File: src/source/raystore_pkg.sv
// ray store package: widths, ray vector struct, tag type, client count and client indices

package raystore_pkg;

	// ray id doubles as the memory address
	typedef logic [8:0] ray_id_t;

	// one coordinate, raw bits only
	typedef logic [15:0] coord_t;

	typedef struct packed {
		coord_t origin_x;
		coord_t origin_y;
		coord_t origin_z;
		coord_t dir_x;
		coord_t dir_y;
		coord_t dir_z;
	} ray_vec_t;

	// returned untouched with the read data
	typedef logic [7:0] rs_tag_t;

	localparam int num_clients = 4;

	// client index, also the round-robin pointer
	typedef logic [1:0] client_idx_t;

	localparam client_idx_t trav0 = 2'd0;
	localparam client_idx_t trav1 = 2'd1;
	localparam client_idx_t lcache = 2'd2;
	localparam client_idx_t list = 2'd3;

endpackage

File: src/source/ram_if.sv
// ray memory port bundle interface with arbiter, memory and lane modports
`timescale 1ns/10ps

interface ram_if;

	// port a, shared by host writes and reads
	logic we;
	raystore_pkg::ray_id_t addr_a;
	raystore_pkg::ray_vec_t wdata;

	// port b, read only
	raystore_pkg::ray_id_t addr_b;

	// registered read data
	raystore_pkg::ray_vec_t q_a;
	raystore_pkg::ray_vec_t q_b;

	modport arb (output we, addr_a, wdata, addr_b);

	modport ram (input we, addr_a, wdata, addr_b, output q_a, q_b);

	modport lane (input q_a, q_b);

endinterface

File: src/source/grant_if.sv
// lane to arbiter grant interface with lane and arbiter modports
`timescale 1ns/10ps

interface grant_if;

	// client request, as presented at the top level
	logic req_valid;
	raystore_pkg::ray_id_t req_id;

	// lane can take one more response
	logic room;

	// arbiter decision for this cycle
	logic grant;
	logic port_b;

	modport lane (output room, input grant, port_b);

	modport arb (input req_valid, req_id, room, output grant, port_b);

endinterface

File: src/source/raystore_lane.sv
// per-client lane: in-flight read tracking, port select, response FIFO and room
`timescale 1ns/10ps

module raystore_lane #(
	parameter int fifo_depth = 2
) (
	input  logic                   clk,
	input  logic                   arst_n,
	input  raystore_pkg::rs_tag_t  req_tag,
	grant_if.lane                  arb,
	ram_if.lane                    ram,
	output logic                   rsp_valid,
	input  logic                   rsp_stall,
	output raystore_pkg::ray_vec_t rsp_data,
	output raystore_pkg::rs_tag_t  rsp_tag
);

	localparam int ptr_w = $clog2(fifo_depth);
	localparam int cnt_w = $clog2(fifo_depth + 1);

	logic in_flight;
	logic sel_b;
	raystore_pkg::rs_tag_t tag_q;
	raystore_pkg::ray_vec_t rd_data;

	raystore_pkg::ray_vec_t data_mem [fifo_depth];
	raystore_pkg::rs_tag_t tag_mem [fifo_depth];
	logic [ptr_w-1:0] wr_ptr;
	logic [ptr_w-1:0] rd_ptr;
	logic [cnt_w-1:0] count;
	logic push;
	logic pop;

	// one cycle of memory latency
	always_ff @(posedge clk or negedge arst_n) begin
		if (!arst_n) begin
			in_flight <= 1'b0;
			sel_b <= 1'b0;
		end else begin
			in_flight <= arb.grant;
			sel_b <= arb.port_b;
		end
	end

	always_ff @(posedge clk) begin
		if (arb.grant) begin
			tag_q <= req_tag;
		end
	end

	assign rd_data = sel_b ? ram.q_b : ram.q_a;
	assign push = in_flight;
	assign pop = rsp_valid & ~rsp_stall;

	always_ff @(posedge clk) begin
		if (push) begin
			data_mem[wr_ptr] <= rd_data;
			tag_mem[wr_ptr] <= tag_q;
		end
	end

	always_ff @(posedge clk or negedge arst_n) begin
		if (!arst_n) begin
			wr_ptr <= '0;
			rd_ptr <= '0;
			count <= '0;
		end else begin
			if (push) begin
				wr_ptr <= (wr_ptr == ptr_w'(fifo_depth - 1)) ? '0 : wr_ptr + 1'b1;
			end
			if (pop) begin
				rd_ptr <= (rd_ptr == ptr_w'(fifo_depth - 1)) ? '0 : rd_ptr + 1'b1;
			end
			case ({push, pop})
				2'b10: count <= count + 1'b1;
				2'b01: count <= count - 1'b1;
				default: count <= count;
			endcase
		end
	end

	// slot freed by this cycle's pop counts, so a free-running lane keeps room
	assign arb.room = (int'(count) + int'(in_flight) - int'(pop)) < fifo_depth;

	assign rsp_valid = (count != '0);
	assign rsp_data = data_mem[rd_ptr];
	assign rsp_tag = tag_mem[rd_ptr];

endmodule

File: src/flat_wrapper.sv
// flat-port wrapper written by rule: the top's interface ports become plain ports
module raystore_lane_flat 
#(
	parameter int fifo_depth = 2
)
  (clk, arst_n, req_tag, rsp_valid, rsp_stall, rsp_data, rsp_tag, arb_room, arb_grant, arb_port_b, ram_q_a, ram_q_b);
  grant_if arb_i ();
  ram_if ram_i ();
  input  logic clk;
  input  logic arst_n;
  input  raystore_pkg::rs_tag_t req_tag;
  output logic rsp_valid;
  input  logic rsp_stall;
  output raystore_pkg::ray_vec_t rsp_data;
  output raystore_pkg::rs_tag_t rsp_tag;
  output wire logic [$bits(arb_i.room)-1:0] arb_room;
  input wire logic [$bits(arb_i.grant)-1:0] arb_grant;
  input wire logic [$bits(arb_i.port_b)-1:0] arb_port_b;
  input wire logic [$bits(ram_i.q_a)-1:0] ram_q_a;
  input wire logic [$bits(ram_i.q_b)-1:0] ram_q_b;
  assign arb_room = arb_i.room;
  assign arb_i.grant = arb_grant;
  assign arb_i.port_b = arb_port_b;
  assign ram_i.q_a = ram_q_a;
  assign ram_i.q_b = ram_q_b;
  raystore_lane #(.fifo_depth(fifo_depth)) u_core (.clk(clk), .arst_n(arst_n), .req_tag(req_tag), .arb(arb_i), .ram(ram_i), .rsp_valid(rsp_valid), .rsp_stall(rsp_stall), .rsp_data(rsp_data), .rsp_tag(rsp_tag));
endmodule
File: config.mk
export PLATFORM = sky130hd
export DESIGN_NAME = raystore_lane_flat
export DESIGN_NICKNAME = d
export VERILOG_FILES = /design/src/source/raystore_pkg.sv /design/src/source/ram_if.sv /design/src/source/grant_if.sv /design/src/source/raystore_lane.sv /design/src/flat_wrapper.sv
export SDC_FILE = /design/constraint.sdc
export NUM_CORES = 1
export LEC_CHECK = 0
export BUFFER_PORTS_ARGS = -buffer_cell sky130_fd_sc_hd__buf_2
export CAP_MARGIN = 0
export CORE_MARGIN = 3
export CORE_UTILIZATION = 46
export DETAILED_ROUTE_END_ITERATION = 16
export PLACE_DENSITY_LB_ADDON = 0.15
export SLEW_MARGIN = 25
export SYNTH_ARGS = -nofsm -noshare
export SYNTH_HDL_FRONTEND = slang
export SYNTH_SLANG_ARGS = --single-unit
File: constraint.sdc
create_clock -name clk -period 5.75 [get_ports clk]
set_clock_uncertainty 0.2 [all_clocks]
set_input_delay 1.15 -clock clk [delete_from_list [all_inputs] [get_ports clk]]
set_output_delay 1.15 -clock clk [all_outputs]
set_load 0.005 [all_outputs]
==> impl_metrics.toml, run 1 <==
[place]
dpl_worst_slack_ps = 2070
dpl.hpwl_um = 13200
routabilityCongestion = 0.691
port-buffer-count = 310

[power_and_ir_drop]
leakage_nw = 4.99
sequentialPowerShare_pct = 45.2
sw_frac_of_total_pct = 26.7
combPwrFrac_pct = 27.7
total_power_mw = 5.19
p_int_mw = 3.80
vdd.ir_drop.worst_uv = 326
power_switching_mw = 1.38
power.density_nw_per_um2 = 428
share_clk_of_total_power_pct = 27.1

[sta]
fin_tns_setup_ps = 0
timing.final.setup_violations = 0
slew_viol_final = 0
timing.fmax_mhz = 261
setup_slack_ps = 1910
timing.final.crit_share_pct = 66.7
final_period_minus_worst_setup_slack_ps = 3840
grt_setup_unrepaired = "no"
worst_slew_pin_slew_ps = 1020
timing_hold_violations_final = 0
max-slew-margin-rel_pct = 31.7

[floorplanning]
floorplan.core_area_um2 = 20400
fp.dieH_um = 151
io_pins = 311
dieArea_um2 = 22700
initial_core_utilization_pct = 47.2
std_cell_rows = 52
die_width_um = 151

[logic_synthesis]
syn-mean-instance-area_um2 = 20.4
synthDominantAreaCellType = "sky130_fd_sc_hd__edfxtp_1"
synth_top_area_share_pct = 67.3
synth_ff_type = "sky130_fd_sc_hd__edfxtp_1"
synth-edff-count = 216
ys_warn_count = 0
syn_inst = 473
yosys_register_bits = 222
synth_async_sr_flop_share_pct = 2.70
synth_area_um2 = 9640
post_synth_most_frequent_cells = "216 x sky130_fd_sc_hd__edfxtp_1, 110 x sky130_fd_sc_hd__mux2_2, 90 x sky130_fd_sc_hd__mux2_4, 13 x sky130_fd_sc_hd__buf_6, 10 x sky130_fd_sc_hd__buf_2"
synth_cell_types = 16
synth_nets = 686
synth_top_cells_by_area = "sky130_fd_sc_hd__edfxtp_1 67%, sky130_fd_sc_hd__mux2_4 14%, sky130_fd_sc_hd__mux2_2 13%"
share_of_the_yosys_chip_area_belonging_to_registers_pct = 68.8
synth.most_common_cell = "sky130_fd_sc_hd__edfxtp_1"

[global_route]
global_route.overflow_total = 0
antenna_violations_before_repair = 1
vias_in_the_first_global_route = 5481
grt_first_pass_wirelength_um = 28400
grt_start_max_net_pins = 63
grt_use_total_pct = 15.8

[clock_network]
clkSinkCount = 222
tritoncts.num_buffers = 23
cts_root_buf = "sky130_fd_sc_hd__clkbuf_16"
tritoncts = "built"
cts.htree.levels = 1
cts_hold_buffers = 0
ctsLongestPathBuffers = 3
cts.repair.resized = 0
clkLatencyLatePin_ps = 490
clk_pin_slew_ps = 60
post-cts-setup-buffer-count = 0

[worst_setup_path]
slowest_delay_ps = 1060
worst_setup_path_end_kind = "primary output"
worstPathCellList = "buf_12 > mux2_2 > buf_2"
critPathLaunchType = "flip-flop"
timing.critical_path.required_ps = 4400
r2r_slack_ps = 3140
crit-reg2reg-capture = "u_core.data_mem[1][40]"
r2r.worst_path.cells = 2
cp_num_cells = 3
timing_worst_setup_path_type = "reg -> out"
critical_path_peak_fanout = 62
rr_startpoint = "u_core.sel_b"
timing.critical_path.slowest_stage_cell = "sky130_fd_sc_hd__dfrtp_4"
timing.critical_path.max_delay_family = "flip-flops"
cp.arrival_ps = 2490
crit_start = "u_core.rd_ptr"
cp_num_buf_inv = 2

[routing]
antenna_violating_nets_post_route = 0
routed_wl_um = 19300
number_of_vias_in_the_routed_layout = 5299
drt-vias-per-instance = 4.92
remaining_design_rule_violation_count = 0
detailedRoute.firstPassIterationCount = 4
first_iter_violations = 190
routed_length_per_instance_um = 17.9

[finish]
layout.area.seq_um2 = 6640
layout-drive-gt1-share_pct = 68.6
count_of_filler_cells_inserted_in_the_layout = 1630
multiInputGateArea_um2 = 2790
design.final.nets = 1003
layout-area-overhead-vs-synth_pct = 25.8

[hold_path]
worst_hold_path.num_cells = 0
worstHoldStart = "u_core.tag_q[4]"
min-delay-path-class = "reg -> reg"
worstHoldEndpoint = "u_core.tag_mem[0][4]"

[job]
cap_violations = 0

[outcome]
status = "finished clean"
==> worst max-delay path by stage <==
stage                       endpoint  slack, ps
4_1_cts                 rsp_data[95]       1830
3_3_place_gp                arb_room       2170
5_1_grt                 rsp_data[95]       1750
2_1_floorplan  u_core.data_mem[0][0]        210
6_report                rsp_data[95]       1910
3_5_place_dp                arb_room       2070
==> through the flow <==
step / instances / hold slack (ps) / cell area, um^2 / util (%)
after global routing: 1077 / 261 / 12100 / 59.4
after CTS: 1076 / 247 / 12100 / 59.3
final: 1077 / 251 / 12100 / 59.4
after global placement: 1035 / 225 / 11400 / 55.8
after floorplan: 473 / 221 / 9640 / -
after detailed placement: 1035 / 235 / 11400 / 55.8
==> cell families after synthesis <==
group,count (synthesis),synth area share (%)
simple gates,6,0.272
compound gates,2,0.169
mux,200,26.9
fa+ha+maj,8,1.12
flops,222,68.8
xor+xnor,5,0.454
buf+inv,30,2.31
==> power by group through the flow <==
stage	registers (mW)	clock network, mW	logic (mW)
detailed placement	2.39	0	1.46
finish	2.35	1.40	1.44
CTS	2.36	1.45	1.47
global route	2.39	1.52	1.56
floorplan	2.28	0	1.01
global placement	2.37	0	1.44
==> placed cells by master, fill, tap and decap left out <==
cell and count:
sky130_fd_sc_hd__edfxtp_1 216, sky130_fd_sc_hd__nor3_1 1, sky130_fd_sc_hd__dfrtp_4 2, sky130_fd_sc_hd__nor2_4 1, sky130_fd_sc_hd__clkinvlp_4 2, sky130_fd_sc_hd__bufinv_16 2, sky130_fd_sc_hd__dfrtp_1 4, sky130_fd_sc_hd__mux2_4 90
sky130_fd_sc_hd__o31ai_1 1, sky130_fd_sc_hd__ha_1 7, sky130_fd_sc_hd__clkbuf_8 1, sky130_fd_sc_hd__clkbuf_16 23, sky130_fd_sc_hd__buf_12 1, sky130_fd_sc_hd__buf_4 4, sky130_fd_sc_hd__nor2_1 3, sky130_fd_sc_hd__clkinv_1 3
sky130_fd_sc_hd__a22o_1 1, sky130_fd_sc_hd__buf_2 310, sky130_fd_sc_hd__xnor2_1 3, sky130_fd_sc_hd__diode_2 1, sky130_fd_sc_hd__xor2_1 2, sky130_fd_sc_hd__clkbuf_1 4, sky130_fd_sc_hd__and2_4 1, sky130_fd_sc_hd__fa_1 1
sky130_fd_sc_hd__mux2_2 110, sky130_fd_sc_hd__inv_1 7, sky130_fd_sc_hd__clkinv_2 6
==> routing by layer <==
layer / share of wire (%) / track usage [%]
met1: 39 / 18.9
met3: 7.5 / 3.92
met2: 51 / 28.2
met4: 2.3 / 4.58
met5: 0 / 0
==> final cells by class <==
class / count / share of cell area (%)
sequential: 222 / 54.8
multi-input combinational: 221 / 23.0
timing repair buffer: 315 / 13.2
clock buffer: 28 / 4.98
tap: 270 / 2.79
clock inverter: 13 / 0.960
inverter: 7 / 0.217
antenna: 1 / 0.0206
==> sequential cells by signal (all words and copies together), names as in the netlist <==
name,cells
u_core.data_mem,192
u_core.tag_mem,16
u_core.tag_q,8
u_core.count,2
u_core.in_flight,1
u_core.rd_ptr,1
u_core.sel_b,1
u_core.wr_ptr,1
Note: power is estimated with default switching activity, not from simulation.
==> inputs of run 2 (changes only) <==
==> constraint.sdc (replaced) <==
create_clock -name clk -period 3.3 [get_ports clk]
set_clock_uncertainty 0.2 [all_clocks]
set_input_delay 0.66 -clock clk [delete_from_list [all_inputs] [get_ports clk]]
set_output_delay 0.66 -clock clk [all_outputs]
set_load 0.005 [all_outputs]
==> impl_metrics.toml, run 2 (synthesis gave the netlist of run 1 again) <==
[routing]
drt-vias-per-instance = 4.84
number_of_vias_in_the_routed_layout = 5242
first_iter_violations = 186
detailedRoute.firstPassIterationCount = 4
antenna_violating_nets_post_route = 0
remaining_design_rule_violation_count = 0
routed_length_per_instance_um = 17.7
routed_wl_um = 19200

[worst_setup_path]
worst_setup_path_end_kind = "primary output"
critPathLaunchType = "flip-flop"
critical_path_peak_fanout = 4
timing_worst_setup_path_type = "reg -> out"
rr_startpoint = "u_core.sel_b"
crit-reg2reg-capture = "u_core.data_mem[1][42]"
timing.critical_path.required_ps = 2440
r2r.worst_path.cells = 2
cp.arrival_ps = 2230
r2r_slack_ps = 1420

[clock_network]
cts_hold_buffers = 1
tritoncts.num_buffers = 23
cts.repair.resized = 0
cts_root_buf = "sky130_fd_sc_hd__clkbuf_16"
ctsLongestPathBuffers = 3
cts.htree.levels = 1
clkSinkCount = 222
post-cts-setup-buffer-count = 0
tritoncts = "built"
clk_pin_slew_ps = 60
clkLatencyLatePin_ps = 490

[sta]
slew_viol_final = 0
timing.fmax_mhz = 323
timing_hold_violations_final = 0
grt_setup_unrepaired = "no"
max-slew-margin-rel_pct = 51.9
fin_tns_setup_ps = 0
timing.final.setup_violations = 0
worst_slew_pin_slew_ps = 722
final_period_minus_worst_setup_slack_ps = 3090
timing.final.crit_share_pct = 93.8

[floorplanning]
die_width_um = 151
dieArea_um2 = 22700
fp.dieH_um = 151
initial_core_utilization_pct = 47.2
floorplan.core_area_um2 = 20400
std_cell_rows = 52
io_pins = 311

[global_route]
grt_first_pass_wirelength_um = 28200
grt_use_total_pct = 15.9
global_route.overflow_total = 0
vias_in_the_first_global_route = 5539
grt_start_max_net_pins = 60
antenna_violations_before_repair = 1

[finish]
layout-drive-gt1-share_pct = 68.5
count_of_filler_cells_inserted_in_the_layout = 1604
antenna_cells_inserted = 0
design.final.nets = 1009
layout-area-overhead-vs-synth_pct = 27.0
post-route-util_pct = 59.9
commonest_cells_after_routing_fill_and_taps_aside = "310 x sky130_fd_sc_hd__buf_2, 216 x sky130_fd_sc_hd__edfxtp_1, 110 x sky130_fd_sc_hd__mux2_2"
flip_flop_count_of_the_largest_register_all_copies_and_words_added = 192
layout_commonest_cell = "sky130_fd_sc_hd__buf_2"
largestRegisters = "u_core.data_mem x192, u_core.tag_mem x16, u_core.tag_q x8"
largest-register = "u_core.data_mem"
non_filler_cells_final = 1082

[power_and_ir_drop]
sequentialPowerShare_pct = 43.1
sw_frac_of_total_pct = 26.1
share_clk_of_total_power_pct = 27.8
power.density_nw_per_um2 = 749
leakage_nw = 5.05
vdd.ir_drop.worst_uv = 418
power_switching_mw = 2.39
p_int_mw = 6.78
combPwrFrac_pct = 29.1

[outcome]
status = "finished clean"

[place]
numPlacedInstances = 1040
port-buffer-count = 310
routabilityCongestion = 0.759
dpl.hpwl_um = 13500

[hold_path]
min-delay-path-class = "in -> reg"
worstHoldEndpoint = "u_core.sel_b"
worst_hold_path.num_cells = 1
worstHoldStart = "arb_port_b"

[job]
cap_violations = 0
[run 2: power by group through the flow]
stage	Sequential [mW]	Combinational (mW)	Clock (mW)
floorplan	3.93	1.77	0
global placement	3.99	2.70	0
detailed placement	4.02	2.73	0
CTS	3.97	2.75	2.63
global route	4.01	2.91	2.75
finish	3.96	2.67	2.55
[run 2: worst max-delay path by stage]
stage / from / to / cells past startpoint
floorplan: u_core.in_flight / u_core.data_mem[0][0] / 2
global placement: rsp_stall / arb_room / 7
detailed placement: rsp_stall / arb_room / 7
CTS: u_core.count[0] / arb_room / 7
global route: u_core.count[0] / arb_room / 7
finish: u_core.count[0] / arb_room / 7
[run 2: cell type report]
type / count / area [um^2] / area share, %
tap: 270 / 338 / 2.76
timing repair buffer: 321 / 1690 / 13.8
multi-input combinational: 221 / 2790 / 22.8
clock buffer: 24 / 579 / 4.73
sequential: 222 / 6640 / 54.3
inverter: 7 / 26.3 / 0.215
clock inverter: 17 / 175 / 1.43
[run 2: per-stage QoR]
stage	area [um^2]	hold slack, ps	setup WS (ps)	power [mW]
floorplan	9650	164	674	5.70
global placement	11500	224	704	6.68
detailed placement	11500	231	657	6.76
CTS	12200	48.3	175	9.34
global route	12200	55.0	36.9	9.67
finish	12200	73.4	206	9.18
[run 2: layer usage]
layer  vias to the layer above  routed length [um]  track usage (%)
met1                      2507                7340             19.4
li1                       2493                   -                -
met2                       208                9760             27.7
met3                        32                1730             4.46
met4                         2                 340             4.40
met5                         -                  13                0
[run 2: critical path, stage by stage (launching register included)]
cell and delay [ps]:
sky130_fd_sc_hd__dfrtp_1 430, sky130_fd_sc_hd__ha_1 330, sky130_fd_sc_hd__nor3_1 310, sky130_fd_sc_hd__ha_1 210, sky130_fd_sc_hd__ha_1 140, sky130_fd_sc_hd__inv_1 40
sky130_fd_sc_hd__a22o_1 190, sky130_fd_sc_hd__buf_2 120
==> inputs of run 3 (changes only) <==
--- a/config.mk
+++ b/config.mk
@@ -5,7 +5,7 @@
 export SDC_FILE = /design/constraint.sdc
 export NUM_CORES = 1
 export LEC_CHECK = 0
-export BUFFER_PORTS_ARGS = -buffer_cell sky130_fd_sc_hd__buf_2
+export BUFFER_PORTS_ARGS = -buffer_cell sky130_fd_sc_hd__buf_4
 export CAP_MARGIN = 0
 export CORE_MARGIN = 3
 export CORE_UTILIZATION = 46
==> impl_metrics.toml, run 3 (synthesis gave the netlist of run 1 again) <==
[worst_setup_path]
worst_setup_path_end_kind = "primary output"
critPathLaunchType = "flip-flop"
timing.critical_path.slowest_stage_cell = "sky130_fd_sc_hd__dfrtp_1"
worstPathCellList = "ha_1 > nor3_1 > ha_1 > ha_1 > inv_1 > a22o_1 > buf_4"
r2r.worst_path.cells = 3
slowest_delay_ps = 430
r2r_slack_ps = 1390
timing_worst_setup_path_type = "reg -> out"
timing.critical_path.required_ps = 2440
crit-reg2reg-capture = "u_core.data_mem[0][38]"
critical-path-top-cell-by-count = "sky130_fd_sc_hd__ha_1"
cp.arrival_ps = 2280
critical_path_peak_fanout = 4
rr_startpoint = "u_core.in_flight"

[hold_path]
worstHoldStart = "arb_port_b"
worst_hold_path.num_cells = 1
min-delay-path-class = "in -> reg"
worstHoldEndpoint = "u_core.sel_b"

[power_and_ir_drop]
share_clk_of_total_power_pct = 24.9
leakage_nw = 5.27
combPwrFrac_pct = 33.3
vdd.ir_drop.worst_uv = 550
sequentialPowerShare_pct = 41.9
p_int_mw = 6.93
total_power_mw = 9.35
power.density_nw_per_um2 = 723
sw_frac_of_total_pct = 25.9
power_switching_mw = 2.43

[routing]
remaining_design_rule_violation_count = 0
number_of_vias_in_the_routed_layout = 5245
antenna_violating_nets_post_route = 0
first_iter_violations = 160
detailedRoute.firstPassIterationCount = 4
routed_wl_um = 19800
routed_length_per_instance_um = 18.3
drt-vias-per-instance = 4.85

[sta]
timing.final.setup_violations = 0
max-slew-margin-rel_pct = 44.8
timing.final.crit_share_pct = 95.1
fin_tns_setup_ps = 0
worst_slew_pin_slew_ps = 828
timing.fmax_mhz = 319
slew_viol_final = 0
fin_worst_hold_slack_ps = 77.7
final_period_minus_worst_setup_slack_ps = 3140
timing_hold_violations_final = 0
grt_setup_unrepaired = "no"

[job]
cap_violations = 0

[clock_network]
ctsLongestPathBuffers = 3
cts_root_buf = "sky130_fd_sc_hd__clkbuf_16"
tritoncts.num_buffers = 23
clk_pin_slew_ps = 60
cts.htree.levels = 1
cts.repair.resized = 0
clkLatencyLatePin_ps = 480
tritoncts = "built"
clkSinkCount = 222

[finish]
antenna_cells_inserted = 0
layout_commonest_cell = "sky130_fd_sc_hd__buf_4"
design.final.nets = 1008
commonest_cells_after_routing_fill_and_taps_aside = "315 x sky130_fd_sc_hd__buf_4, 216 x sky130_fd_sc_hd__edfxtp_1, 110 x sky130_fd_sc_hd__mux2_2"
layout-area-overhead-vs-synth_pct = 34.1
layout-drive-gt1-share_pct = 67.8
flip_flop_count_of_the_largest_register_all_copies_and_words_added = 192
largestRegisters = "u_core.data_mem x192, u_core.tag_mem x16, u_core.tag_q x8"
largest-register = "u_core.data_mem"

[global_route]
grt_start_max_net_pins = 62
global_route.overflow_total = 0
antenna_violations_before_repair = 0
vias_in_the_first_global_route = 5587
grt_first_pass_wirelength_um = 28800
grt_use_total_pct = 16.2

[floorplanning]
die_width_um = 151
fp.dieH_um = 151
floorplan.core_area_um2 = 20400
dieArea_um2 = 22700
std_cell_rows = 52
io_pins = 311
initial_core_utilization_pct = 47.2

[place]
port-buffer-count = 310
routabilityCongestion = 0.721
dpl.hpwl_um = 13900

[outcome]
status = "finished clean"
==> run 3: cell type report <==
type	count	area (um^2)
Multi-Input combinational cell	221	2790
Inverter	7	26.3
Tap cell	270	338
Clock buffer	34	617
Timing Repair Buffer	320	2450
Fill cell	1521	7500
Sequential cell	222	6640
Clock inverter	7	60.1
==> run 3: stage by stage <==
stage               util (%)  cells  setup WS (ps)  cell area (um^2)
finish                  63.3   1081            163             12900
global route            63.3   1081           71.3             12900
CTS                     63.3   1081            135             12900
detailed placement      59.9   1039            630             12200
global placement        59.9   1039            681             12200
floorplan                  -    473            674              9650
==> run 3: timing repair <==
action                    in CTS  in global routing
hold endpoints to repair       6                  0
hold buffers                   1                  0
setup buffers                  0                  0
==> run 3: power groups by stage <==
stage / logic (mW) / registers [mW] / clock network (mW)
2_1_floorplan: 1.77 / 3.93 / 0
3_3_place_gp: 3.12 / 3.94 / 0
3_5_place_dp: 3.18 / 3.98 / 0
4_1_cts: 3.19 / 3.92 / 2.39
5_1_grt: 3.35 / 3.96 / 2.52
6_report: 3.11 / 3.92 / 2.33
==> run 3: worst max-delay path, delay by kind of cell, from the launching register on <==
| kind | cells | cell delay [ps] |
|---|---|---|
| fa+ha+maj | 3 | 690 |
| flops | 1 | 430 |
| simple gates | 1 | 310 |
| compound gates | 1 | 200 |
| buf+inv | 2 | 170 |
==> run 3: per-layer routing <==
layer / wire [um] / vias to the layer above / share of wire, % / GRT usage (%)
met3: 1790 / 33 / 9.0 / 4.88
met5: 0 / - / 0 / 0
met1: 7270 / 2536 / 37 / 18.6
li1: - / 2485 / - / -
met2: 10400 / 191 / 53 / 29.6
met4: 342 / 0 / 1.7 / 3.85
==> run 3: how the worst max path moves through the flow <==
stage	from	end	slack (ps)
floorplan	u_core.in_flight	u_core.data_mem[0][0]	670
global placement	rsp_stall	arb_room	680
detailed placement	rsp_stall	arb_room	630
CTS	u_core.count[0]	arb_room	140
global route	u_core.count[0]	arb_room	70
finish	u_core.count[0]	arb_room	160
